[src/common/vga_geom_pkg.sv]
// vga geometry package: screen size, coordinate, colour and pixel types
`default_nettype none

package vga_geom_pkg;

    // visible frame buffer size in pixels
    parameter int SCREEN_W = 160;
    parameter int SCREEN_H = 120;

    typedef logic [7:0] x_coord_t;  // column, 0..159
    typedef logic [6:0] y_coord_t;  // row, 0..119
    typedef logic [2:0] colour_t;   // {r, g, b}

    parameter colour_t COLOUR_BLACK = 3'b000;

    // one pixel write as it leaves the raster engine, 18 bits
    typedef struct packed {
        x_coord_t x;
        y_coord_t y;
        colour_t  colour;
    } pixel_t;

endpackage

`default_nettype wire

[src/common/box_cmd_pkg.sv]
// box command package: rectangle draw command and the default box and clear commands
`default_nettype none

package box_cmd_pkg;
    import vga_geom_pkg::*;

    // one filled rectangle, origin at top left, 33 bits
    typedef struct packed {
        x_coord_t x;       // origin column
        y_coord_t y;       // origin row
        x_coord_t width;   // up to SCREEN_W
        y_coord_t height;  // up to SCREEN_H
        colour_t  colour;
    } rect_cmd_t;

    parameter int DEFAULT_BOX_SIZE = 4;  // box edge in pixels

    // full screen fill in black from the origin
    parameter rect_cmd_t CLEAR_CMD = '{x: '0, y: '0, width: x_coord_t'(SCREEN_W),
                                       height: y_coord_t'(SCREEN_H), colour: COLOUR_BLACK};

endpackage

`default_nettype wire

[src/common/draw_req_if.sv]
// draw request interface: rectangle command from the button controller to the raster engine
`timescale 1ns/10ps
`default_nettype none

interface draw_req_if
    import box_cmd_pkg::*;
(
    input wire logic clk
);

    logic      start;  // single cycle strobe
    rect_cmd_t cmd;    // held from start until ready is back
    logic      ready;  // engine idle

    // controller side
    modport requester (
        input  clk,
        output start,
        output cmd,
        input  ready
    );

    // raster engine side
    modport engine (
        input  clk,
        input  start,
        input  cmd,
        output ready
    );

endinterface

`default_nettype wire

[src/logic/box_cmd_ctrl.sv]
// box command controller: turns button presses into box and clear rectangle requests
`timescale 1ns/10ps
`default_nettype none

module box_cmd_ctrl
    import vga_geom_pkg::*, box_cmd_pkg::*;
#(
    parameter int BOX_SIZE = DEFAULT_BOX_SIZE
)
(
    input  wire logic     clk,
    input  wire logic     resetn,
    input  wire logic     load_x,    // button levels, act on release
    input  wire logic     plot_box,
    input  wire logic     black,
    input  wire colour_t  colour_in,
    input  wire logic [6:0] xy_coord,  // switches, shared by x and y
    draw_req_if.requester req
);

    // highest y origin that keeps the whole box on screen
    localparam y_coord_t Y_MAX = y_coord_t'(SCREEN_H - BOX_SIZE);

    typedef enum logic [3:0] {
        S_IDLE,
        S_LOAD_X,        // latch x origin
        S_LOAD_X_WAIT,   // wait for load_x release
        S_LOAD_Y,        // wait for plot_box press
        S_LOAD_Y_WAIT,   // wait for plot_box release
        S_BLACK,         // load the clear command
        S_BLACK_WAIT,    // wait for black release
        S_ISSUE,         // start strobe
        S_WAIT_READY     // engine busy, buttons ignored
    } state_t;

    state_t    state, next_state;
    rect_cmd_t cmd_q;      // command under construction, then held for the engine
    y_coord_t  y_clamped;

    // y origin from the switches, pulled down so the box ends on row 119 at most
    assign y_clamped = (y_coord_t'(xy_coord) > Y_MAX) ? Y_MAX : y_coord_t'(xy_coord);

    // next state
    always_comb
    begin
        next_state = state;
        case (state)
            S_IDLE:
            begin
                if (black)
                    next_state = S_BLACK;   // clear wins over a box
                else if (load_x)
                    next_state = S_LOAD_X;
            end
            S_LOAD_X:      next_state = S_LOAD_X_WAIT;
            S_LOAD_X_WAIT: next_state = load_x ? S_LOAD_X_WAIT : S_LOAD_Y;
            S_LOAD_Y:      next_state = plot_box ? S_LOAD_Y_WAIT : S_LOAD_Y;
            S_LOAD_Y_WAIT: next_state = plot_box ? S_LOAD_Y_WAIT : S_ISSUE;
            S_BLACK:       next_state = S_BLACK_WAIT;
            S_BLACK_WAIT:  next_state = black ? S_BLACK_WAIT : S_ISSUE;
            S_ISSUE:       next_state = S_WAIT_READY;
            // ready drops the cycle after start, so the first look here sees it low
            S_WAIT_READY:  next_state = req.ready ? S_IDLE : S_WAIT_READY;
            default:       next_state = S_IDLE;
        endcase
    end

    // state and command registers
    always_ff @(posedge clk)
    begin
        if (!resetn)
        begin
            state <= S_IDLE;
            cmd_q <= '0;    // origin and size start at zero
        end
        else
        begin
            state <= next_state;
            case (state)
                S_LOAD_X: cmd_q.x <= {1'b0, xy_coord};  // only 7 switches, msb zero
                S_LOAD_Y:
                begin
                    if (plot_box)   // latch on the press, x stays as loaded
                    begin
                        cmd_q.y      <= y_clamped;
                        cmd_q.colour <= colour_in;
                        cmd_q.width  <= x_coord_t'(BOX_SIZE);
                        cmd_q.height <= y_coord_t'(BOX_SIZE);
                    end
                end
                S_BLACK: cmd_q <= CLEAR_CMD;    // whole screen, colour 0
                default:
                begin
                end
            endcase
        end
    end

    assign req.start = (state == S_ISSUE);  // one cycle after the release
    assign req.cmd   = cmd_q;               // stable until ready returns

endmodule

`default_nettype wire

[src/logic/box_plotter_top.sv]
// box plotter top: button controller feeding the rectangle raster engine
`timescale 1ns/10ps
`default_nettype none

module box_plotter_top
    import vga_geom_pkg::*, box_cmd_pkg::*;
#(
    parameter int BOX_SIZE = DEFAULT_BOX_SIZE
)
(
    input  wire logic       clk,
    input  wire logic       resetn,
    input  wire logic       load_x,
    input  wire logic       plot_box,
    input  wire logic       black,
    input  wire colour_t    colour_in,
    input  wire logic [6:0] xy_coord,
    output logic            plot,
    output x_coord_t        x_out,
    output y_coord_t        y_out,
    output colour_t         colour_out
);

    pixel_t pixel;  // packed pixel from the engine

    draw_req_if draw_req (.clk(clk));

    box_cmd_ctrl #(
        .BOX_SIZE(BOX_SIZE)
    ) box_cmd_ctrl_i (
        .clk       (clk),
        .resetn    (resetn),
        .load_x    (load_x),
        .plot_box  (plot_box),
        .black     (black),
        .colour_in (colour_in),
        .xy_coord  (xy_coord),
        .req       (draw_req.requester)
    );

    rect_raster rect_raster_i (
        .clk    (clk),
        .resetn (resetn),
        .req    (draw_req.engine),
        .pixel  (pixel),
        .plot   (plot)
    );

    // split the pixel for the vga adapter
    assign x_out      = pixel.x;
    assign y_out      = pixel.y;
    assign colour_out = pixel.colour;

endmodule

`default_nettype wire

[src/raster/rect_raster.sv]
// rectangle raster engine: sweeps a rectangle row by row, one pixel strobe per pixel
`timescale 1ns/10ps
`default_nettype none

module rect_raster
    import vga_geom_pkg::*, box_cmd_pkg::*;
(
    input  wire logic   clk,
    input  wire logic   resetn,
    draw_req_if.engine  req,
    output pixel_t      pixel,   // registered pixel write
    output logic        plot     // one strobe per pixel
);

    typedef enum logic [1:0] {
        S_IDLE,     // ready high, waiting for start
        S_LOAD,     // end points and counters set up
        S_SWEEP,    // one pixel per cycle
        S_DONE      // last strobe on the output
    } state_t;

    state_t    state;
    rect_cmd_t cmd_q;              // command copy taken at start
    x_coord_t  last_x, cur_x;
    y_coord_t  last_y, cur_y;
    logic      row_end, last_pix;

    assign row_end  = (cur_x == last_x);
    assign last_pix = row_end && (cur_y == last_y);

    // control: state, output strobe and pixel register
    always_ff @(posedge clk)
    begin
        if (!resetn)
        begin
            state <= S_IDLE;
            plot  <= 1'b0;
            pixel <= '0;
        end
        else
        begin
            plot <= 1'b0;
            case (state)
                S_IDLE:  state <= req.start ? S_LOAD : S_IDLE;
                S_LOAD:  state <= S_SWEEP;
                S_SWEEP:
                begin
                    plot  <= 1'b1;
                    pixel <= '{x: cur_x, y: cur_y, colour: cmd_q.colour};
                    if (last_pix)
                        state <= S_DONE;
                end
                S_DONE:  state <= S_IDLE;   // ready comes back next cycle
                default: state <= S_IDLE;
            endcase
        end
    end

    // datapath: command copy, end points and sweep counters
    always_ff @(posedge clk)
    begin
        case (state)
            S_IDLE:
            begin
                if (req.start)
                    cmd_q <= req.cmd;
            end
            S_LOAD:
            begin
                last_x <= cmd_q.x + cmd_q.width - 8'd1;    // 159 at most
                last_y <= cmd_q.y + cmd_q.height - 7'd1;   // 119 at most
                cur_x  <= cmd_q.x;
                cur_y  <= cmd_q.y;
            end
            S_SWEEP:
            begin
                if (row_end)
                begin
                    cur_x <= cmd_q.x;       // back to the left edge
                    cur_y <= cur_y + 7'd1;  // next row down
                end
                else
                    cur_x <= cur_x + 8'd1;
            end
            default:
            begin
            end
        endcase
    end

    assign req.ready = (state == S_IDLE);

endmodule

`default_nettype wire

[config.mk]
export PLATFORM = sky130hd
export DESIGN_NAME = box_plotter_top
export DESIGN_NICKNAME = d
export VERILOG_FILES = /design/src/common/vga_geom_pkg.sv /design/src/common/box_cmd_pkg.sv /design/src/common/draw_req_if.sv /design/src/logic/box_cmd_ctrl.sv /design/src/logic/box_plotter_top.sv /design/src/raster/rect_raster.sv
export SDC_FILE = /design/constraint.sdc
export NUM_CORES = 1
export LEC_CHECK = 0
export ABC_AREA = 1
export BUFFER_PORTS_ARGS = -buffer_cell sky130_fd_sc_hd__buf_2
export CORE_UTILIZATION = 45
export CTS_BUF_LIST = sky130_fd_sc_hd__clkbuf_4
export CTS_CLUSTER_DIAMETER = 200
export DETAILED_ROUTE_END_ITERATION = 10
export PLACE_DENSITY = 0.72
export SKIP_CTS_REPAIR_TIMING = 1
export SYNTH_ARGS = -nofsm -noshare
export SYNTH_HDL_FRONTEND = slang
export SYNTH_SLANG_ARGS = --single-unit
[constraint.sdc]
create_clock -name clk -period 2.1 [get_ports clk]
set_input_delay 0.525 -clock clk [delete_from_list [all_inputs] [get_ports clk]]
set_output_delay 0.525 -clock clk [all_outputs]
set_load 0.02 [all_outputs]
Yosys cells after proc, flatten, opt, wreduce, memory -nomap -nowiden
Cells that the tools add are included.
- muxes and demuxes: 20
- reductions and logical operators: 9
- eq/ne operators: 17
- $add $sub $neg: 6
- order comparisons: 1
- operator list (cell ; number):
    case mux 25 bit (2 select lines) ; 1
    case mux 4 bit (9 select lines) ; 1
    case mux 8 bit (2 select lines) ; 2
    two-way mux 25 bit ; 1
    == test 4 x 3 -> 1 bit, second input constant ; 4
    two-way mux 7 bit ; 2
    case mux 7 bit (2 select lines) ; 1
    two-way mux 4 bit ; 3
    adder 8 x 1 -> 8 bit, second input constant ; 1
    adder 8 bit ; 1
    == test 4 x 2 -> 1 bit, second input constant ; 2
    == test 8 bit ; 1
    two-way mux 8 bit ; 1
    case mux 2 bit (4 select lines) ; 1
    subtractor 8 x 1 -> 8 bit, second input constant ; 1
    adder 7 x 1 -> 7 bit, second input constant ; 1
    adder 7 bit ; 1
    == test 7 bit ; 1
    greater-than comparator 7 bit, second input constant ; 1
    subtractor 7 x 1 -> 7 bit, second input constant ; 1
    AND reduction 2 bit ; 3
    nonzero test 2 bit ; 3
    == test 2 bit, second input constant ; 2
    == test 4 x 1 -> 1 bit, second input constant ; 1
    other kinds (11) ; 16
- flip-flop bits (word level): 121
- output and inout bits: 19
- input bits: 15
- word-level logic and storage cells: 73

Depth between registers and ports, before layout
Gate-level depths: netlist (run 1).
- depth after elaboration: 4
- gate-level depth with buffers: 11

By module
From an unflattened synthesis (run 1), not the netlist that was laid out.
- cell total of the unflattened synthesis: 580
- area total of the unflattened synthesis: 5276.3 um^2
- by module, submodules not included (module ; cells an instance ; area each (um^2) ; instances):
    rect_raster ; 432 ; 4190.3 ; 1
    box_cmd_ctrl ; 148 ; 1086.0 ; 1

Least setup slack after synthesis (run 1)
Ideal clock, no wire load.
- path type: reg2reg
- start: register rect_raster_i.cmd_q[8] (netlist name)
- end: register rect_raster_i.last_y[6], data pin
- setup slack: 205 ps
- cell stages (with the launch flop): 10
- arrival time: 1636 ps
- buffers on the path: 0
- cell sequence: edfxtp_1 -> inv_1 -> ha_1 -> inv_1 -> ha_1 -> a21oi_1 -> nand2_1 -> a21oi_1 -> o21bai_1 -> xnor2_1
- cells in the longest elaborated chain, start to end: 2
- ends and longest elaborated chain (item ; line ; source):
    from (decl) ; rect_raster.sv:23 ; rect_cmd_t cmd_q;
    from (signal assigned) ; rect_raster.sv:66 ; cmd_q <= req.cmd;
    adder 7 bit ; rect_raster.sv:71 ; last_y <= cmd_q.y + cmd_q.height - 7'd1;
    subtractor 7 x 1 -> 7 bit ; rect_raster.sv:71 ;
    to (signal assigned) ; rect_raster.sv:71 ;
    to (decl) ; rect_raster.sv:25 ; y_coord_t last_y, cur_y;
Every way passes these cells.
A chain may end at the register's enable or synchronous reset.

Worst setup path after layout (run 1)
Same ends and word-level chain as after synthesis.

==> results of run 1 <==
-- power breakdown --
part	leakage (nW)	internal (mW)	switching, mW
Sequential	0.810	2.48	0.330
Clock	0.0775	0.380	0.619
Combinational	1.39	0.716	1.35
-- metrics by stage --
step	hold slack (ns)	area, um^2	setup WS (ns)
floorplan	0.409	4500	0.205
global placement	0.414	4810	0.139
detailed placement	0.415	4810	0.0810
CTS	0.305	4960	0.0639
global route	0.311	4990	0.0359
finish	0.331	4990	0.146
-- metal layers --
metal | global-route usage [%] | up-vias | wire length (um)
met5 | 0 | - | 0
met4 | 5.27 | 0 | 95
met3 | 4.10 | 7 | 454
met2 | 27.5 | 82 | 3710
met1 | 22.9 | 1488 | 3830
li1 | - | 1751 | -
-- flip-flops by register name, indices dropped and copies added (netlist names) --
signal	flops
rect_raster_i.last_y	7
box_cmd_ctrl_i.state	4
rect_raster_i.cmd_q	19
rect_raster_i.plot	1
rect_raster_i.pixel	18
rect_raster_i.state	2
rect_raster_i.last_x	8
box_cmd_ctrl_i.req.cmd	19
rect_raster_i.cur_y	7
rect_raster_i.cur_x	8
-- critical path: stages (launching register included) --
cell and delay [ns]:
edfxtp_1 0.47, inv_2 0.12, ha_1 0.23, inv_1 0.10, ha_4 0.22, a21oi_1 0.15
nand2_1 0.12, a21oi_2 0.13, o21bai_1 0.08, xnor2_1 0.12
-- final cells by class --
class | instances | area, um^2 | area share (%)
repair buffers | 42 | 233 | 4.66
flip-flops and latches | 93 | 2350 | 47.1
clock inverters | 7 | 81.3 | 1.63
multi-input cells | 324 | 1770 | 35.4
clock buffers | 9 | 67.6 | 1.35
well taps | 133 | 166 | 3.34
inverters | 86 | 323 | 6.47
-- synth_stat cells --
cell	number
nor2_4	1
xnor2_1	5
buf_2	2
nor2_2	2
o21a_1	1
ha_1	22
buf_4	1
a21oi_1	41
inv_2	8
nand2_1	121
a21o_1	1
edfxtp_1	49
o22ai_1	2
o31ai_1	1
buf_6	3
clkbuf_1	7
fa_1	2
nor2_1	36
nor4_1	1
nand3_1	27
o21bai_1	3
o21ai_0	29
inv_1	78
nand2_2	1
nor3_1	4
xor2_1	12
nand4_1	2
or2_2	1
nand2_4	1
a31oi_1	1
o21ai_2	5
a211oi_1	2
dfxtp_1	44
-- final timing paths --
check / endpoint / slack, ns / depth (start not counted)
worst max-delay path: rect_raster_i.last_y[6] / 0.15 / 9
worst min-delay path: box_cmd_ctrl_i.req.cmd[2] / 0.33 / 3
worst max register to register: rect_raster_i.last_y[6] / 0.15 / 9
worst min register to register: rect_raster_i.cmd_q[20] / 0.44 / 0
-- cell families (layout without fill, tap and decap cells) --
logic type | Yosys count | count (layout) | synth area share (%)
buf+inv | 99 | 144 | 8.90
fa+ha+maj | 24 | 24 | 7.01
compound gates | 86 | 86 | 10.5
simple gates | 197 | 197 | 18.0
flops | 93 | 93 | 52.3
xor+xnor | 17 | 17 | 3.31
==> impl_metrics.tcl, run 1 <==
set metrics [dict create \
    rows 36 \
    ys_warn_count 0 \
    antenna_found_initial 0 \
    required_ns 2.31 \
    drv_cap 0 \
    clk-insertion-delay-late_ns 0.43 \
    yosysSeqAreaShare_pct 52.3 \
    drv_slew 0 \
    fin_cells 694 \
    clk_pin_slew_ns 0.15 \
    drive_above_1_share_pct 14.4 \
    syn_area_mm2 0.00450 \
    yosys.area.top_type "edfxtp_1" \
    synth_area_per_cell_um2 8.72 \
    relSlewSlack_pct 68.1 \
    routed_wl_um 8090 \
    timing.final.crit_share_pct 93.0 \
    via_count 3328 \
    dpl.hpwl_um 6050 \
    diodes 0 \
    outcome "completed" \
    synthCells 516 \
    grt_pass1_wl_um 13700 \
    h-tree-depth 3 \
    die_h_um 102 \
    start_util_pct 46.3 \
    port_buffers 33 \
    power_per_cell_area_mw_per_mm2 1180 \
    fmax_mhz 512 \
    setup_viol 0 \
    ioPinCount 34 \
    via_per_inst 4.80 \
    final_common_cell "nand2_1" \
    worstSetupStartpointType "flop" \
    gr-total-overflow 0 \
    drtPass1Iterations 4 \
    crit_start "rect_raster_i.cmd_q[8]" \
    ant_nets 0 \
    totalPowerFinal_mw 5.88 \
    critical_path_arrival_ns 2.16 \
    worstMarginPinSlew_ns 0.477 \
    finalHoldViolCount 0 \
    endpoint_kind "flop" \
    syn-num-nets 555 \
    cp_max_fo 4 \
    cts_root_buf "clkbuf_4" \
    r2r-start "rect_raster_i.cmd_q[8]" \
    numCtsBuffers 9 \
    area_delta_synth_final_pct 10.9 \
    hp-start "colour_in[2]" \
    drc 0 \
    drt_iter0_markers 119 \
    leakagePower_nw 2.27 \
    core_area_mm2 0.00973 \
    synthTopCellsByArea "edfxtp_1 (33%), dfxtp_1 (20%), nand2_1 (10%), inv_1 (6.5%), ha_1 (6.1%)" \
    post-route-util_pct 51.3 \
    nNetsFinal 595 \
    dieArea_mm2 0.0104 \
    clock_path_buffers 2 \
    grt.total_usage_pct 17.1 \
    die_x_um 102 \
    grt_max_degree 26 \
    tns_ns 0 \
    synth-seq-cells 93 \
    ys_types 33 \
    drt-wirelength-per-cell_um 11.7 \
    holdCritPathClass "input pin to flop" \
    fillers 905 \
    grt_pass1_vias 3005 \
    tritoncts "done" \
    fin_crit_ns 1.95 \
    rsz0062_at_grt "no" \
    fin_worst_skew_ns 0.0158 \
    layout_common_cells "nand2_1 (121), inv_1 (77), edfxtp_1 (49)" \
    worstSetupPathType "flop to flop" \
    cts.sinks 93 \
    gp_congestion 0.788 \
    peakVddDrop_uv 452 \
    dp.cells 677 \
    synth_top_area_share_pct 32.7 \
]
Power figures use the tool's default switching activity.
==> inputs of run 2 (changes only) <==
--- a/config.mk
+++ b/config.mk
@@ -7,11 +7,12 @@
 export LEC_CHECK = 0
 export ABC_AREA = 1
 export BUFFER_PORTS_ARGS = -buffer_cell sky130_fd_sc_hd__buf_2
-export CORE_UTILIZATION = 45
+export CORE_UTILIZATION = 55
 export CTS_BUF_LIST = sky130_fd_sc_hd__clkbuf_4
 export CTS_CLUSTER_DIAMETER = 200
 export DETAILED_ROUTE_END_ITERATION = 10
-export PLACE_DENSITY = 0.72
+export PLACE_DENSITY = 0.83
+export RECOVER_POWER = 50
 export SKIP_CTS_REPAIR_TIMING = 1
 export SYNTH_ARGS = -nofsm -noshare
 export SYNTH_HDL_FRONTEND = slang
==> run 2 against run 1 <==
Against the previous run:
- combinational power about the same
- flip-flop and latch count unchanged
- final cell count decreased by 4.2%
- sequential share of layout area increased by 0.68 points
- maximum frequency decreased by 4.0%
- critical path depth unchanged
- setup slack got worse by 0.080 ns
- wire length increased by 12%
- via count increased by 6.4%
- sequential power about the same
- non-clock buffer count increased by 2
==> impl_metrics.tcl, run 2 (synthesis gave the netlist of run 1 again) <==
set metrics [dict create \
    outcome "completed" \
    ioPinCount 34 \
    tritoncts "done" \
    peakVddDrop_uv 639 \
    via_per_inst 5.32 \
    wl_met1_um 3620 \
    fin_worst_skew_ns 0.0138 \
    fin_cells 665 \
    highest_layer "met4" \
    leakagePower_nw 2.25 \
    fin_crit_ns 2.03 \
    hp-start "colour_in[0]" \
    antenna_found_initial 0 \
    drc 0 \
    drv_slew 0 \
    drv_cap 0 \
    cts.sinks 93 \
    gp_congestion 0.929 \
    grt_max_degree 26 \
    area_delta_synth_final_pct 9.29 \
    dieArea_mm2 0.00855 \
    required_ns 2.31 \
    relSlewSlack_pct 42.1 \
    totalPowerFinal_mw 5.80 \
    fillers 671 \
    die_x_um 92.5 \
    r2r_cells 9 \
    hold_end "box_cmd_ctrl_i.req.cmd[0]" \
    numCtsBuffers 9 \
    die_h_um 92.5 \
    clk_pin_slew_ns 0.15 \
    critical_path_arrival_ns 2.24 \
    holdCritPathClass "input pin to flop" \
    clock_path_buffers 2 \
    via_count 3540 \
    core_area_mm2 0.00781 \
    worstSetupPathType "flop to flop" \
    port_buffers 33 \
    wl_met2_um 4720 \
    cts_root_buf "clkbuf_4" \
    nNetsFinal 597 \
    start_util_pct 57.6 \
    grt_pass1_wl_um 15000 \
    layout_common_cells "nand2_1 (121), inv_1 (79), edfxtp_1 (49)" \
    drt-wirelength-per-cell_um 13.6 \
    fmax_mhz 492 \
    r2r-start "rect_raster_i.cmd_q[8]" \
    finalHoldViolCount 0 \
    grt_pass1_vias 3529 \
    grt.total_usage_pct 22.8 \
    rows 32 \
    dpl.hpwl_um 6870 \
    power_per_cell_area_mw_per_mm2 1180 \
    drt_iter0_markers 152 \
    endpoint_kind "flop" \
    drive_above_1_share_pct 13.1 \
    dp.cells 647 \
    routed_wl_um 9040 \
    rrSetupSlack_ns 0.07 \
    final_common_cell "nand2_1" \
    timing.final.crit_share_pct 96.9 \
    drtPass1Iterations 5 \
    hold_depth 3 \
    worstSetupStartpointType "flop" \
    gr-total-overflow 0 \
    diodes 0 \
    h-tree-depth 3 \
    wl_met3_um 466 \
    reg2reg_to "rect_raster_i.last_y[6]" \
    worstMarginPinSlew_ns 0.869 \
    ant_nets 0 \
    clk-insertion-delay-late_ns 0.44 \
    cp_max_fo 4 \
    setup_viol 0 \
]
==> run 2: cell count changes in the layout (fill, tap and decap cells not counted), sizes merged <==
cell / delta
clkbuf: +7
buf: -3
clkinv: +2
inv: -2
bufinv: -1
clkinvlp: -1
==> run 2: metal layers <==
metal | vias to the layer above | GRT usage, %
met5 | - | 0
met4 | 0 | 10.3
met3 | 25 | 6.49
met2 | 103 | 41.0
met1 | 1668 | 24.6
li1 | 1744 | -
==> run 2: final cells by class <==
cell class	instances	area [um^2]	area share, %
Timing Repair Buffer	44	229	4.66
Tap cell	102	128	2.59
Clock inverter	5	43.8	0.890
Sequential cell	93	2350	47.8
Inverter	86	323	6.56
Multi-Input combinational cell	324	1760	35.8
Clock buffer	11	82.6	1.68
==> run 2: how the worst max path moves through the flow <==
stage                                       from                       to  slack [ns]  cells after the start
final                     rect_raster_i.cmd_q[8]  rect_raster_i.last_y[6]        0.07                      9
after global routing      rect_raster_i.cmd_q[8]  rect_raster_i.last_y[6]       -0.02                      9
after CTS                 rect_raster_i.cmd_q[8]  rect_raster_i.last_y[6]       -0.03                      9
after detailed placement  rect_raster_i.cmd_q[8]  rect_raster_i.last_y[6]        0.02                      9
after global placement    rect_raster_i.cmd_q[8]  rect_raster_i.last_y[6]        0.15                      9
after floorplan           rect_raster_i.cmd_q[8]  rect_raster_i.last_y[6]        0.20                      9
==> run 2: power by group <==
group	total [mW]	leakage [nW]	switching (mW)	internal [mW]
Clock	0.894	0.0720	0.608	0.286
Sequential	2.82	0.810	0.342	2.48
Combinational	2.08	1.37	1.39	0.696
==> run 2: worst max-delay path: stages (launching register included) <==
cell,delay [ns]
edfxtp_1,0.45
inv_2,0.11
ha_1,0.24
inv_1,0.10
ha_4,0.23
a21oi_1,0.15
nand2_1,0.12
a21oi_2,0.17
o21bai_1,0.10
xnor2_1,0.13
==> run 2: per-stage QoR <==
step           TNS [ns]  area [um^2]  utilization (%)  setup WS, ns  hold WS (ns)
6_report              0         4920             63.0        0.0656         0.318
5_1_grt         -0.0237         4920             63.0       -0.0192         0.277
4_1_cts         -0.0314         4910             62.9       -0.0314         0.282
3_5_place_dp          0         4780             61.3        0.0178         0.420
3_3_place_gp          0         4780             61.3         0.148         0.417
2_1_floorplan         0         4500                -         0.205         0.409
==> inputs of run 3 (changes only) <==
--- a/config.mk
+++ b/config.mk
@@ -11,6 +11,7 @@
 export CTS_BUF_LIST = sky130_fd_sc_hd__clkbuf_4
 export CTS_CLUSTER_DIAMETER = 200
 export DETAILED_ROUTE_END_ITERATION = 10
+export GPL_ROUTABILITY_DRIVEN = 0
 export PLACE_DENSITY = 0.83
 export RECOVER_POWER = 50
 export SKIP_CTS_REPAIR_TIMING = 1
==> constraint.sdc (replaced) <==
create_clock -name clk -period 1.9 [get_ports clk]
set_input_delay 0.475 -clock clk [delete_from_list [all_inputs] [get_ports clk]]
set_output_delay 0.475 -clock clk [all_outputs]
set_load 0.02 [all_outputs]
==> run 3 against run 2 <==
Against the previous run:
- design area increased by 2.2%
- maximum frequency increased by 8.4%
- power increased by 12%
- count of clock-buffer cells in the layout decreased by 2
- critical endpoint is now rect_raster_i.last_x[7]
- register-to-register slack got worse by 0.04 ns
- non-clock buffer count increased by 5
- setup slack got worse by 0.042 ns
- global-route usage decreased by 0.29 points
- combinational power increased by 13%
- flip-flop and latch count unchanged
==> impl_metrics.tcl, run 3 (synthesis gave the netlist of run 1 again) <==
set metrics [dict create \
    outcome "completed" \
    h-tree-depth 3 \
    worstMarginPinSlew_ns 0.901 \
    drive_above_1_share_pct 16.5 \
    die_h_um 92.5 \
    grt_max_degree 26 \
    dpl-instance-area_mm2 0.00481 \
    fin_area_mm2 0.00502 \
    cp_max_fo 2 \
    final_common_cell "nand2_1" \
    power.internal_mw 3.83 \
    setup_viol 0 \
    gr-total-overflow 0 \
    area_delta_synth_final_pct 11.6 \
    multiInputGateArea_mm2 0.00182 \
    fmax_mhz 533 \
    rows 32 \
    timing.final.crit_share_pct 98.8 \
    relSlewSlack_pct 40.0 \
    endpoint_kind "flop" \
    worstSetupStartpointType "flop" \
    fin_worst_skew_ns 0.0124 \
    via_per_inst 5.22 \
    clk-insertion-delay-late_ns 0.47 \
    ioPinCount 34 \
    drtPass1Iterations 4 \
    finalHoldViolCount 0 \
    holdCritPathClass "input pin to flop" \
    leakagePower_nw 2.28 \
    start_util_pct 57.6 \
    dp.cells 651 \
    rrSetupSlack_ns 0.02 \
    required_ns 2.13 \
    fin_cells 670 \
    tns_ns 0 \
    fin_ws_ns 0.0236 \
    regArea_mm2 0.00235 \
    antenna_found_initial 0 \
    totalPowerFinal_mw 6.47 \
    port_buffers 33 \
    drv_slew 0 \
    drt_iter0_markers 246 \
    drt-wirelength-per-cell_um 13.5 \
    p_sw_share_pct 40.8 \
    grt_pass1_vias 3375 \
    pwr-share-comb_pct 36.2 \
    dp_slack_ns -0.0326 \
    via_count 3497 \
    peakVddDrop_uv 739 \
    layout_common_cells "nand2_1 (120), inv_1 (77), edfxtp_1 (49)" \
    p_clk_share_pct 15.6 \
    routed_wl_um 9020 \
    worstSetupPathType "flop to flop" \
    power_per_cell_area_mw_per_mm2 1290 \
    ant_nets 0 \
    clock_path_buffers 2 \
    nNetsFinal 602 \
    drv_cap 0 \
    clk_pin_slew_ns 0.16 \
    tritoncts "done" \
    diodes 0 \
    dieArea_mm2 0.00855 \
    cts_root_buf "clkbuf_4" \
    numCtsBuffers 9 \
    post-route-util_pct 64.4 \
    p_seq_share_pct 48.3 \
    dpl.hpwl_um 6580 \
    critical_path_arrival_ns 2.11 \
    die_x_um 92.5 \
    fillers 626 \
    switching_power_mw 2.64 \
    grt.total_usage_pct 22.5 \
    fin_crit_ns 1.88 \
    cts.sinks 93 \
    holdWs_ns 0.242 \
    core_area_mm2 0.00781 \
    drc 0 \
    grt_pass1_wl_um 14900 \
]
## run 3: final timing paths
kind,startpoint,end,cells past startpoint
min reg2reg,box_cmd_ctrl_i.req.cmd[29],rect_raster_i.cmd_q[29],0
max,rect_raster_i.cmd_q[27],rect_raster_i.last_x[7],10
max reg2reg,rect_raster_i.cmd_q[27],rect_raster_i.last_x[7],10
min,colour_in[0],box_cmd_ctrl_i.req.cmd[0],3
## run 3: metal layers
metal | GRT usage [%] | wire length (um) | vias to the layer above
li1 | - | - | 1765
met1 | 27.4 | 3820 | 1610
met2 | 38.5 | 4530 | 104
met3 | 5.67 | 483 | 18
met4 | 8.07 | 191 | 0
met5 | 0 | 0 | -
## run 3: layout make-up
cell class / instances / area share [%]
multi-input cells: 324 / 36.3
inverters: 86 / 6.42
clock buffers: 9 / 1.34
clock inverters: 7 / 1.10
repair buffers: 49 / 5.48
flip-flops and latches: 93 / 46.8
well taps: 102 / 2.54
## run 3: power groups by stage
stage | clock (mW) | combinational [mW] | sequential, mW
detailed placement | 0 | 2.32 | 3.16
finish | 1.01 | 2.34 | 3.12
global route | 1.09 | 2.65 | 3.19
global placement | 0 | 2.24 | 3.13
floorplan | 0 | 1.57 | 3.26
CTS | 1.01 | 2.34 | 3.12
## run 3: critical path, cell delays in order, from the launching register on
cell and delay (ns):
edfxtp_1 0.38, inv_1 0.05, ha_1 0.28, inv_2 0.06, fa_2 0.37, nand3_2 0.08, nand2_2 0.07, a21oi_2 0.13
nor2_1 0.06, o21bai_1 0.12, nand2_1 0.06
